<file path="src/logic/cache_pkg.sv">
`default_nettype none

package cache_pkg;

  // processor word and DRAM line
  typedef logic [31:0] word_t;

  // byte k of a line sits at bits 8k+7:8k
  typedef logic [127:0] line_t;

  // line geometry
  localparam int LINE_BYTES = 16;
  localparam int WORDS_PER_LINE = 4;
  localparam int OFFSET_BITS = 4;

  // controller FSM
  typedef enum logic [2:0] {
    ST_IDLE,
    ST_LOOKUP,
    ST_EVICT,
    ST_FILL,
    ST_DONE
  } cache_state_e;

endpackage

`default_nettype wire

</file>
<file path="src/logic/mem_bus_if.sv">
`timescale 1ns/1ns
`default_nettype none

// line-wide DRAM request bus
interface mem_bus_if #(
  parameter int LINE_ADDR_BITS = 12
);
  import cache_pkg::*;

  logic wren;
  logic rden;
  logic [LINE_ADDR_BITS-1:0] line_addr;
  line_t wdata;
  line_t rdata;
  logic mem_ready;

  // request levels held until mem_ready
  modport ctrl (
    output wren,
    output rden,
    output line_addr,
    output wdata,
    input rdata,
    input mem_ready
  );

  modport memory (
    input wren,
    input rden,
    input line_addr,
    input wdata,
    output rdata,
    output mem_ready
  );

endinterface

`default_nettype wire

</file>
<file path="src/logic/line_store_if.sv">
`timescale 1ns/1ns
`default_nettype none

// lookup and update path between controller and tag/data array
interface line_store_if #(
  parameter int ADDR_BITS = 16,
  parameter int INDEX_BITS = 6
);
  import cache_pkg::*;

  localparam int TAG_BITS = ADDR_BITS - INDEX_BITS - OFFSET_BITS;

  // lookup, result one cycle after rd_index
  logic [INDEX_BITS-1:0] rd_index;
  logic [TAG_BITS-1:0] hit_tag;
  logic hit_valid;
  logic hit_dirty;
  line_t hit_line;

  // update, writes every field and sets valid
  logic upd_en;
  logic [INDEX_BITS-1:0] upd_index;
  logic [TAG_BITS-1:0] upd_tag;
  logic upd_dirty;
  line_t upd_line;

  modport ctrl (
    output rd_index,
    input hit_tag,
    input hit_valid,
    input hit_dirty,
    input hit_line,
    output upd_en,
    output upd_index,
    output upd_tag,
    output upd_dirty,
    output upd_line
  );

  modport array (
    input rd_index,
    output hit_tag,
    output hit_valid,
    output hit_dirty,
    output hit_line,
    input upd_en,
    input upd_index,
    input upd_tag,
    input upd_dirty,
    input upd_line
  );

endinterface

`default_nettype wire

</file>
<file path="src/logic/cache_ctrl.sv">
`timescale 1ns/1ns
`default_nettype none

module cache_ctrl #(
  parameter int ADDR_BITS = 16,
  parameter int INDEX_BITS = 6
) (
  input logic clk,
  input logic rst,
  input logic req_rd,
  input logic req_wr,
  input logic [ADDR_BITS-1:0] req_addr,
  input cache_pkg::word_t req_wdata,
  output cache_pkg::word_t resp_rdata,
  output logic resp_done,
  output logic resp_hit,
  output logic busy,
  line_store_if.ctrl ls,
  mem_bus_if.ctrl mem
);
  import cache_pkg::*;

  localparam int TAG_BITS = ADDR_BITS - INDEX_BITS - OFFSET_BITS;
  localparam int WSEL_BITS = $clog2(WORDS_PER_LINE);
  localparam int WORD_BITS = $bits(word_t);

  cache_state_e state_q;
  logic hit_q;
  logic accept;
  logic tag_match;

  // latched request
  logic wr_q;
  logic [TAG_BITS-1:0] tag_q;
  logic [INDEX_BITS-1:0] idx_q;
  logic [WSEL_BITS-1:0] wsel_q;
  word_t wdata_q;
  word_t rdata_q;

  line_t hit_merged;
  line_t fill_merged;

  function automatic line_t merge_word(line_t line, logic [WSEL_BITS-1:0] sel, word_t w);
    line_t r;
    r = line;
    r[sel*WORD_BITS +: WORD_BITS] = w;
    return r;
  endfunction

  function automatic word_t pick_word(line_t line, logic [WSEL_BITS-1:0] sel);
    return line[sel*WORD_BITS +: WORD_BITS];
  endfunction

  assign accept = (state_q == ST_IDLE) && (req_rd || req_wr);
  assign tag_match = ls.hit_valid && (ls.hit_tag == tag_q);

  assign hit_merged = merge_word(ls.hit_line, wsel_q, wdata_q);
  assign fill_merged = wr_q ? merge_word(mem.rdata, wsel_q, wdata_q) : mem.rdata;

  // lookup goes out with the request itself
  assign ls.rd_index = (state_q == ST_IDLE) ? req_addr[OFFSET_BITS +: INDEX_BITS] : idx_q;

  assign ls.upd_index = idx_q;
  assign ls.upd_tag = tag_q;

  always_comb begin
    ls.upd_en = 1'b0;
    ls.upd_dirty = 1'b0;
    ls.upd_line = hit_merged;
    case (state_q)
      ST_LOOKUP: begin
        if (tag_match && wr_q) begin
          ls.upd_en = 1'b1;
          ls.upd_dirty = 1'b1;
        end
      end
      ST_FILL: begin
        if (mem.mem_ready) begin
          ls.upd_en = 1'b1;
          ls.upd_dirty = wr_q;
          ls.upd_line = fill_merged;
        end
      end
      default: begin
      end
    endcase
  end

  // array output holds the victim while the index stays fixed
  assign mem.wren = state_q == ST_EVICT;
  assign mem.rden = state_q == ST_FILL;
  assign mem.line_addr = (state_q == ST_EVICT) ? {ls.hit_tag, idx_q} : {tag_q, idx_q};
  assign mem.wdata = ls.hit_line;

  always_ff @(posedge clk) begin
    if (rst) begin
      state_q <= ST_IDLE;
      hit_q <= 1'b0;
    end else begin
      case (state_q)
        ST_IDLE: begin
          if (accept) begin
            state_q <= ST_LOOKUP;
          end
        end
        ST_LOOKUP: begin
          hit_q <= tag_match;
          if (tag_match) begin
            state_q <= ST_DONE;
          end else if (ls.hit_valid && ls.hit_dirty) begin
            state_q <= ST_EVICT;
          end else begin
            state_q <= ST_FILL;
          end
        end
        ST_EVICT: begin
          if (mem.mem_ready) begin
            state_q <= ST_FILL;
          end
        end
        ST_FILL: begin
          if (mem.mem_ready) begin
            state_q <= ST_DONE;
          end
        end
        default: begin
          state_q <= ST_IDLE;
        end
      endcase
    end
  end

  always_ff @(posedge clk) begin
    if (accept) begin
      wr_q <= req_wr;
      tag_q <= req_addr[ADDR_BITS-1 -: TAG_BITS];
      idx_q <= req_addr[OFFSET_BITS +: INDEX_BITS];
      wsel_q <= req_addr[2 +: WSEL_BITS];
      wdata_q <= req_wdata;
    end
    if (state_q == ST_LOOKUP && tag_match) begin
      rdata_q <= pick_word(ls.hit_line, wsel_q);
    end else if (state_q == ST_FILL && mem.mem_ready) begin
      rdata_q <= pick_word(fill_merged, wsel_q);
    end
  end

  assign resp_rdata = rdata_q;
  assign resp_done = state_q == ST_DONE;
  assign resp_hit = hit_q;
  assign busy = state_q != ST_IDLE;

endmodule

`default_nettype wire

</file>
<file path="src/flat_wrapper.sv">
// flat-port wrapper written by rule: the top's interface ports become plain ports
module cache_ctrl_flat import cache_pkg::*;
#(
  parameter int ADDR_BITS = 16,
  parameter int INDEX_BITS = 6
)
  (clk, rst, req_rd, req_wr, req_addr, req_wdata, resp_rdata, resp_done, resp_hit, busy, ls_rd_index, ls_hit_tag, ls_hit_valid, ls_hit_dirty, ls_hit_line, ls_upd_en, ls_upd_index, ls_upd_tag, ls_upd_dirty, ls_upd_line, mem_wren, mem_rden, mem_line_addr, mem_wdata, mem_rdata, mem_mem_ready);
  line_store_if #(.ADDR_BITS(ADDR_BITS), .INDEX_BITS(INDEX_BITS)) ls_i ();
  mem_bus_if mem_i ();
  input logic clk;
  input logic rst;
  input logic req_rd;
  input logic req_wr;
  input logic [ADDR_BITS-1:0] req_addr;
  input cache_pkg::word_t req_wdata;
  output cache_pkg::word_t resp_rdata;
  output logic resp_done;
  output logic resp_hit;
  output logic busy;
  output wire logic [$bits(ls_i.rd_index)-1:0] ls_rd_index;
  input wire logic [$bits(ls_i.hit_tag)-1:0] ls_hit_tag;
  input wire logic [$bits(ls_i.hit_valid)-1:0] ls_hit_valid;
  input wire logic [$bits(ls_i.hit_dirty)-1:0] ls_hit_dirty;
  input wire logic [$bits(ls_i.hit_line)-1:0] ls_hit_line;
  output wire logic [$bits(ls_i.upd_en)-1:0] ls_upd_en;
  output wire logic [$bits(ls_i.upd_index)-1:0] ls_upd_index;
  output wire logic [$bits(ls_i.upd_tag)-1:0] ls_upd_tag;
  output wire logic [$bits(ls_i.upd_dirty)-1:0] ls_upd_dirty;
  output wire logic [$bits(ls_i.upd_line)-1:0] ls_upd_line;
  output wire logic [$bits(mem_i.wren)-1:0] mem_wren;
  output wire logic [$bits(mem_i.rden)-1:0] mem_rden;
  output wire logic [$bits(mem_i.line_addr)-1:0] mem_line_addr;
  output wire logic [$bits(mem_i.wdata)-1:0] mem_wdata;
  input wire logic [$bits(mem_i.rdata)-1:0] mem_rdata;
  input wire logic [$bits(mem_i.mem_ready)-1:0] mem_mem_ready;
  assign ls_rd_index = ls_i.rd_index;
  assign ls_i.hit_tag = ls_hit_tag;
  assign ls_i.hit_valid = ls_hit_valid;
  assign ls_i.hit_dirty = ls_hit_dirty;
  assign ls_i.hit_line = ls_hit_line;
  assign ls_upd_en = ls_i.upd_en;
  assign ls_upd_index = ls_i.upd_index;
  assign ls_upd_tag = ls_i.upd_tag;
  assign ls_upd_dirty = ls_i.upd_dirty;
  assign ls_upd_line = ls_i.upd_line;
  assign mem_wren = mem_i.wren;
  assign mem_rden = mem_i.rden;
  assign mem_line_addr = mem_i.line_addr;
  assign mem_wdata = mem_i.wdata;
  assign mem_i.rdata = mem_rdata;
  assign mem_i.mem_ready = mem_mem_ready;
  cache_ctrl #(.ADDR_BITS(ADDR_BITS), .INDEX_BITS(INDEX_BITS)) u_core (.clk(clk), .rst(rst), .req_rd(req_rd), .req_wr(req_wr), .req_addr(req_addr), .req_wdata(req_wdata), .resp_rdata(resp_rdata), .resp_done(resp_done), .resp_hit(resp_hit), .busy(busy), .ls(ls_i), .mem(mem_i));
endmodule
</file>
<file path="config.mk">
export PLATFORM = sky130hd
export DESIGN_NAME = cache_ctrl_flat
export DESIGN_NICKNAME = d
export VERILOG_FILES = /design/src/logic/cache_pkg.sv /design/src/logic/mem_bus_if.sv /design/src/logic/line_store_if.sv /design/src/logic/cache_ctrl.sv /design/src/flat_wrapper.sv
export SDC_FILE = /design/constraint.sdc
export NUM_CORES = 1
export LEC_CHECK = 0
export BUFFER_PORTS_ARGS = -buffer_cell sky130_fd_sc_hd__buf_2
export CORE_AREA = 2 2 250 252
export DETAILED_ROUTE_END_ITERATION = 10
export DIE_AREA = 0 0 252 254
export GPL_ROUTABILITY_DRIVEN = 0
export GPL_TIMING_DRIVEN = 0
export HOLD_SLACK_MARGIN = 0.02
export SETUP_SLACK_MARGIN = 0.3
export SYNTH_ARGS = -nofsm -noshare
export SYNTH_HDL_FRONTEND = slang
export SYNTH_SLANG_ARGS = --single-unit
</file>
<file path="constraint.sdc">
create_clock -name clk -period 4 [get_ports clk]
set_clock_uncertainty 0.1 [all_clocks]
set_input_delay 0 -clock clk [delete_from_list [all_inputs] [get_ports clk]]
set_output_delay 0 -clock clk [all_outputs]
set_load 0.005 [all_outputs]
</file>
==> impl_metrics.ini, run 1 <==
[outcome]
status = completed

[global_routing]
grt_pass1_wl_mm = 114
antenna_found_initial = 14
grt.overflow.total = 0
grt_use_total = 0.259
grt_max_degree = 21
grt_pass1_vias = 14547

[cts]
clk_pin_slew_worst_paths_ns = 0.09
cts-root-buf = clkbuf_16
clockBufferDepth = 2
htreeDepth = 3
cts.sinks = 83
cts_tree = built
cts_buffers = 9
insertion_delay_ns = 0.41

[synth]
yosysTopAreaCellShare = 0.223
synth_common_cells = buf_4, clkbuf_1, mux2_2, nor2_1, o22ai_1
post-synth-top-area-cell = edfxtp_1
async_flop_share = 0
syn_inst = 1252
synth-seq-cells = 83
synth_area_um2 = 10600
ys_types = 49
seq_area_frac_synth = 0.231
yosys_warnings = 0
syn_avg_cell_area_um2 = 8.48
synth_nets = 1574
synth-main-ff-cell = edfxtp_1
synth-edff-count = 79
yosys-top-cells-area = edfxtp_1, mux2_2, buf_4, o22ai_1, a211oi_1
yosysMostFrequentCell = buf_4

[finish]
final_cells = 2836
nNetsFinal = 2352
fillers = 6725
postLayoutCoreUtil = 0.271
area_growth_pct = 56.4
drive_gt1_frac = 0.497

[worst_setup_path]
path_cells = buf_4, clkinv_2, buf_6, ha_1, buf_2, nor4b_4, clkbuf_4, buf_2, a21oi_1, nor2_1, buf_2
crit_family = buffers and inverters
end_kind = output port
worstPathArrival_ns = 3.50
critPathSlowestCell = edfxtp_1
cp_data_required_time_ns = 3.90
start_kind = flip-flop
cp_slowest_stage_delay_ns = 0.41
crit_top_cell = buf_2
worstPathMaxFanout = 12
path_class = reg2out
crit_buf_inv = 7

[die]
pin_count = 642
core_area_um2 = 61300
die_area_um2 = 64000
rows = 91
initial_core_util = 0.173
die_x_um = 252
die_h_um = 254

[route]
route.detailed.drc = 0
routed_via_density = 5.34
vias = 15155
drtIter0Drc = 1738
drt_pass1_iterations = 6
postRouteAntennaNets = 0
wl_mm = 86.9
wl_per_cell_um = 30.6

[power]
total_power_w = 0.00562
powerDensity_nw_per_um2 = 339
vdd_drop_max_mv = 0.267
leakage_nw = 7.38

[timing]
fmax_mhz = 278
relSlewSlack = 0.0879
period_needed_ns = 3.60
rsz0062_at_grt = true
min_period_over_period = 0.900
setup_violations = 0
hold_slack_ns = 0.0376
hold_viol = 0
tightest_slew_ns = 1.37
maxSlewViolCount = 0

[place]
place_hpwl_mm = 65.3
port_buffers = 639
place_inst = 2684

[worst_hold_path]
hold_path_class = in2reg

[run]
drv_cap = 0
[per-stage QoR]
stage | setup TNS (ns) | area (µm²) | setup WS [ns]
after detailed placement | -83.74 | 14900 | -1.10
after global routing | 0 | 16600 | 0.261
after global placement | -130.05 | 14800 | -1.10
after CTS | 0 | 16500 | 0.306
after floorplan | 0 | 10600 | 0.920
final | 0 | 16600 | 0.401
[flip-flops by register name (all words and copies together) (netlist names)]
signal	count
u_core.state_q	3
u_core.resp_rdata	32
u_core.ls.upd_tag	6
u_core.ls.upd_index	6
u_core.resp_hit	1
u_core.wr_q	1
u_core.wdata_q	32
u_core.wsel_q	2
[worst min-delay path, delay by kind of cell]
| kind | cells | cell delay, ns |
|---|---|---|
| buffers and inverters | 1 | 0.10 |
| AO/OA/AOI/OAI | 2 | 0.31 |
[per-layer routing]
metal / vias up / wire, µm / GRT usage
li1: 6444 / - / -
met1: 7210 / 34200 / 0.315
met2: 1274 / 40700 / 0.436
met3: 217 / 8480 / 0.0671
met4: 10 / 3430 / 0.0977
met5: - / 74 / 0
[report_power, final]
| group | switching, W | internal [W] | total (W) |
|---|---|---|---|
| clock | 0.000526 | 0.000447 | 0.000972 |
| combinational | 0.00205 | 0.00130 | 0.00335 |
| sequential | 0.000174 | 0.00112 | 0.00130 |
[layout make-up]
class | count | area [µm²] | area share
well taps | 790 | 988 | 0.0596
multi-input cells | 877 | 6560 | 0.395
flip-flops and latches | 83 | 2450 | 0.148
diodes | 11 | 27.5 | 0.00166
inverters | 10 | 38.8 | 0.00234
clock buffers | 9 | 225 | 0.0136
clock inverters | 7 | 76.3 | 0.00460
plain buffers | 282 | 1730 | 0.104
repair buffers | 767 | 4500 | 0.271
[layout by cell type, fill, tap and decap left out, drive strengths merged, types with 33 or more instances in the layout]
| cell type | netlist | routed |
|---|---|---|
| clkbuf | 104 | 113 |
| a221oi | 63 | 63 |
| dlygate4sd3 | 0 | 122 |
| mux2 | 103 | 103 |
| a211oi | 64 | 64 |
| nor2 | 103 | 103 |
| a22oi | 64 | 64 |
| a22o | 33 | 33 |
| buf | 178 | 822 |
| edfxtp | 79 | 79 |
| and3 | 65 | 65 |
| o22ai | 94 | 94 |
| a221o | 33 | 33 |
| a21oi | 67 | 67 |
| nand2 | 49 | 49 |
[path summary, 6_finish.rpt]
kind              depth (start not counted)              from  slack (ns)                     to
setup / recovery                         11  u_core.wsel_q[0]        0.40        ls_upd_line[97]
hold reg to reg                           2   u_core.resp_hit        0.41        u_core.resp_hit
setup reg to reg                         11  u_core.wsel_q[0]        0.41  u_core.resp_rdata[14]
hold / removal                            3     mem_rdata[54]        0.04  u_core.resp_rdata[22]
[what timing repair did]
item,4_1_cts,5_1_grt
buffers inserted,3,0
pin swaps,2,1
gates resized for setup,42,35
endpoints found under the setup margin,160,121
hold buffers,122,0
endpoints found under the hold margin,83,0
[logic make-up after synthesis]
| logic type | count (synthesis) | synth area share |
|---|---|---|
| buf+inv | 292 | 0.158 |
| simple gates | 241 | 0.112 |
| mux | 104 | 0.110 |
| fa+ha+maj | 5 | 0.00589 |
| xor+xnor | 5 | 0.00413 |
| flops | 83 | 0.231 |
| compound gates | 522 | 0.380 |
(Power assumes the default switching activity.)
==> run 2, diff against run 1 <==
- BUFFER_PORTS_ARGS: -buffer_cell sky130_fd_sc_hd__buf_2 -> not set
- CORE_AREA: 2 2 250 252 -> 2 2 247 249
- DIE_AREA: 0 0 252 254 -> 0 0 249 251
- DONT_BUFFER_PORTS: not set -> 1
==> impl_metrics.ini, run 2 (synthesis gave the netlist of run 1 again) <==
[finish]
mostFrequentLayoutCells = dlygate4sd3_1, buf_4, mux2_2, nor2_1, o22ai_1
nNetsFinal = 1864
fin_area_um2 = 15000
final_common_cell = dlygate4sd3_1
fillers = 6338
area_growth_pct = 40.9
drive_gt1_frac = 0.247

[route]
drtIter0Drc = 2684
vias = 14197
routed_via_density = 6.07
postRouteAntennaNets = 0
wl_mm = 90.4
wl_per_cell_um = 38.7
route.detailed.drc = 10
drt_pass1_iterations = 11

[cts]
clockBufferDepth = 2
cts_tree = built
clk_pin_slew_worst_paths_ns = 0.08
insertion_delay_ns = 0.42
cts.sinks = 83
htreeDepth = 3
cts-root-buf = clkbuf_16
cts_buffers = 9

[timing]
tightest_slew_ns = 1.46
period_needed_ns = 3.66
rsz0062_at_grt = true
setup_violations = 0
maxSlewViolCount = 0
relSlewSlack = 0.0245
fmax_mhz = 273
min_period_over_period = 0.915
hold_viol = 0

[power]
leakage_nw = 5.51
internal-power_w = 0.00262
switching_share = 0.508
p_sw_w = 0.00271
pwr-share-comb = 0.566
pwr-share-clk = 0.187
seqPwrFrac = 0.247
vdd_drop_max_mv = 0.293
powerDensity_nw_per_um2 = 356
total_power_w = 0.00533

[run]
drv_cap = 0

[outcome]
status = finished with violations
violations = design-rule violations

[global_routing]
grt_max_degree = 21
antenna_found_initial = 9
grt.overflow.total = 0
grt_pass1_wl_mm = 119
gr-max-usage-layer = met2
grtUsageMet2 = 0.440
grtUsageMet1 = 0.325
grt_pass1_vias = 13894
met3_usage = 0.0941
grt_use_total = 0.276

[die]
die_area_um2 = 62500
core_area_um2 = 59800
pin_count = 642
die_x_um = 249
rows = 90
initial_core_util = 0.178
die_h_um = 251

[worst_setup_path]
start_kind = flip-flop
cp_data_required_time_ns = 3.90
worstPathMaxFanout = 10
crit-reg2reg-launch = u_core.wsel_q[0]
end_kind = output port
startpoint = u_core.wsel_q[1]
path_class = reg2out
worstPathArrival_ns = 3.56

[place]
dpl_cell_area_um2 = 11700
place_hpwl_mm = 63.3
port_buffers = 0

[worst_hold_path]
holdCritStartpoint = req_addr[6]
hold_path_class = in2out
-- run 2: cell count changes in the layout (fill, tap and decap cells not counted), moves of 3 or more --
cell           before  now
dlygate4sd3_1     122  273
buf_4             141  145
buf_2             661   23
a21oi_1            65   62
clkbuf_1           77   73
a21oi_2             2    5
diode_2            11    8
clkbuf_4            9    5
-- run 2: final cells by class --
cell class	count	area, µm²	share of cell area
clock buffers	9	225	0.0151
clock inverters	7	76.3	0.00510
diodes	8	20.0	0.00134
repair buffers	279	2820	0.188
inverters	10	42.5	0.00284
well taps	782	978	0.0654
plain buffers	282	1750	0.117
multi-input cells	877	6600	0.441
flip-flops and latches	83	2450	0.164
-- run 2: what timing repair did --
item,4_1_cts,5_1_grt
gates cloned,0,0
endpoints found under the hold margin,213,0
pin swaps,2,0
gates resized for setup,58,42
endpoints found under the setup margin,160,103
setup buffers,3,0
hold buffers,273,0
-- run 2: final timing paths --
path | end | depth (start not counted) | slack (ns)
worst max-delay path | ls_upd_line[54] | 7 | 0.34
worst min-delay path | ls_rd_index[2] | 1 | 0.03
worst max register to register | u_core.resp_rdata[28] | 12 | 0.39
worst min register to register | u_core.resp_hit | 2 | 0.44
-- run 2: per-stage QoR --
stage,worst slack (ns),hold slack (ns),utilization,instances,TNS [ns]
3_3_place_gp,-1.24,-0.0277,0.194,2034,-123.19
4_1_cts,0.242,0.0208,0.249,2329,0
5_1_grt,0.273,0.0351,0.250,2335,0
2_1_floorplan,0.920,-0.0309,-,1252,0
6_report,0.339,0.0332,0.250,2337,0
3_5_place_dp,-1.33,-0.0283,0.195,2037,-92.72
-- run 2: layer usage --
layer  routed length (µm)  part of all wire
met1                34000              0.38
met2                40300              0.45
met3                10400              0.11
met4                 5710             0.063
met5                   26           0.00029
-- run 2: worst max-delay path, stage by stage (launching register included) --
cell,delay (ns)
edfxtp_1,0.44
clkbuf_2,0.29
inv_1,0.26
ha_1,0.21
clkbuf_1,0.57
buf_1,0.80
o22ai_1,0.23
a31oi_2,0.35
-- run 2: power groups by stage --
stage,clock (W),combinational [W],sequential (W)
3_5_place_dp,0,0.00257,0.00132
6_report,0.000994,0.00302,0.00132
3_3_place_gp,0,0.00251,0.00133
2_1_floorplan,0,0.00156,0.00124
5_1_grt,0.00103,0.00311,0.00132
4_1_cts,0.00102,0.00289,0.00130
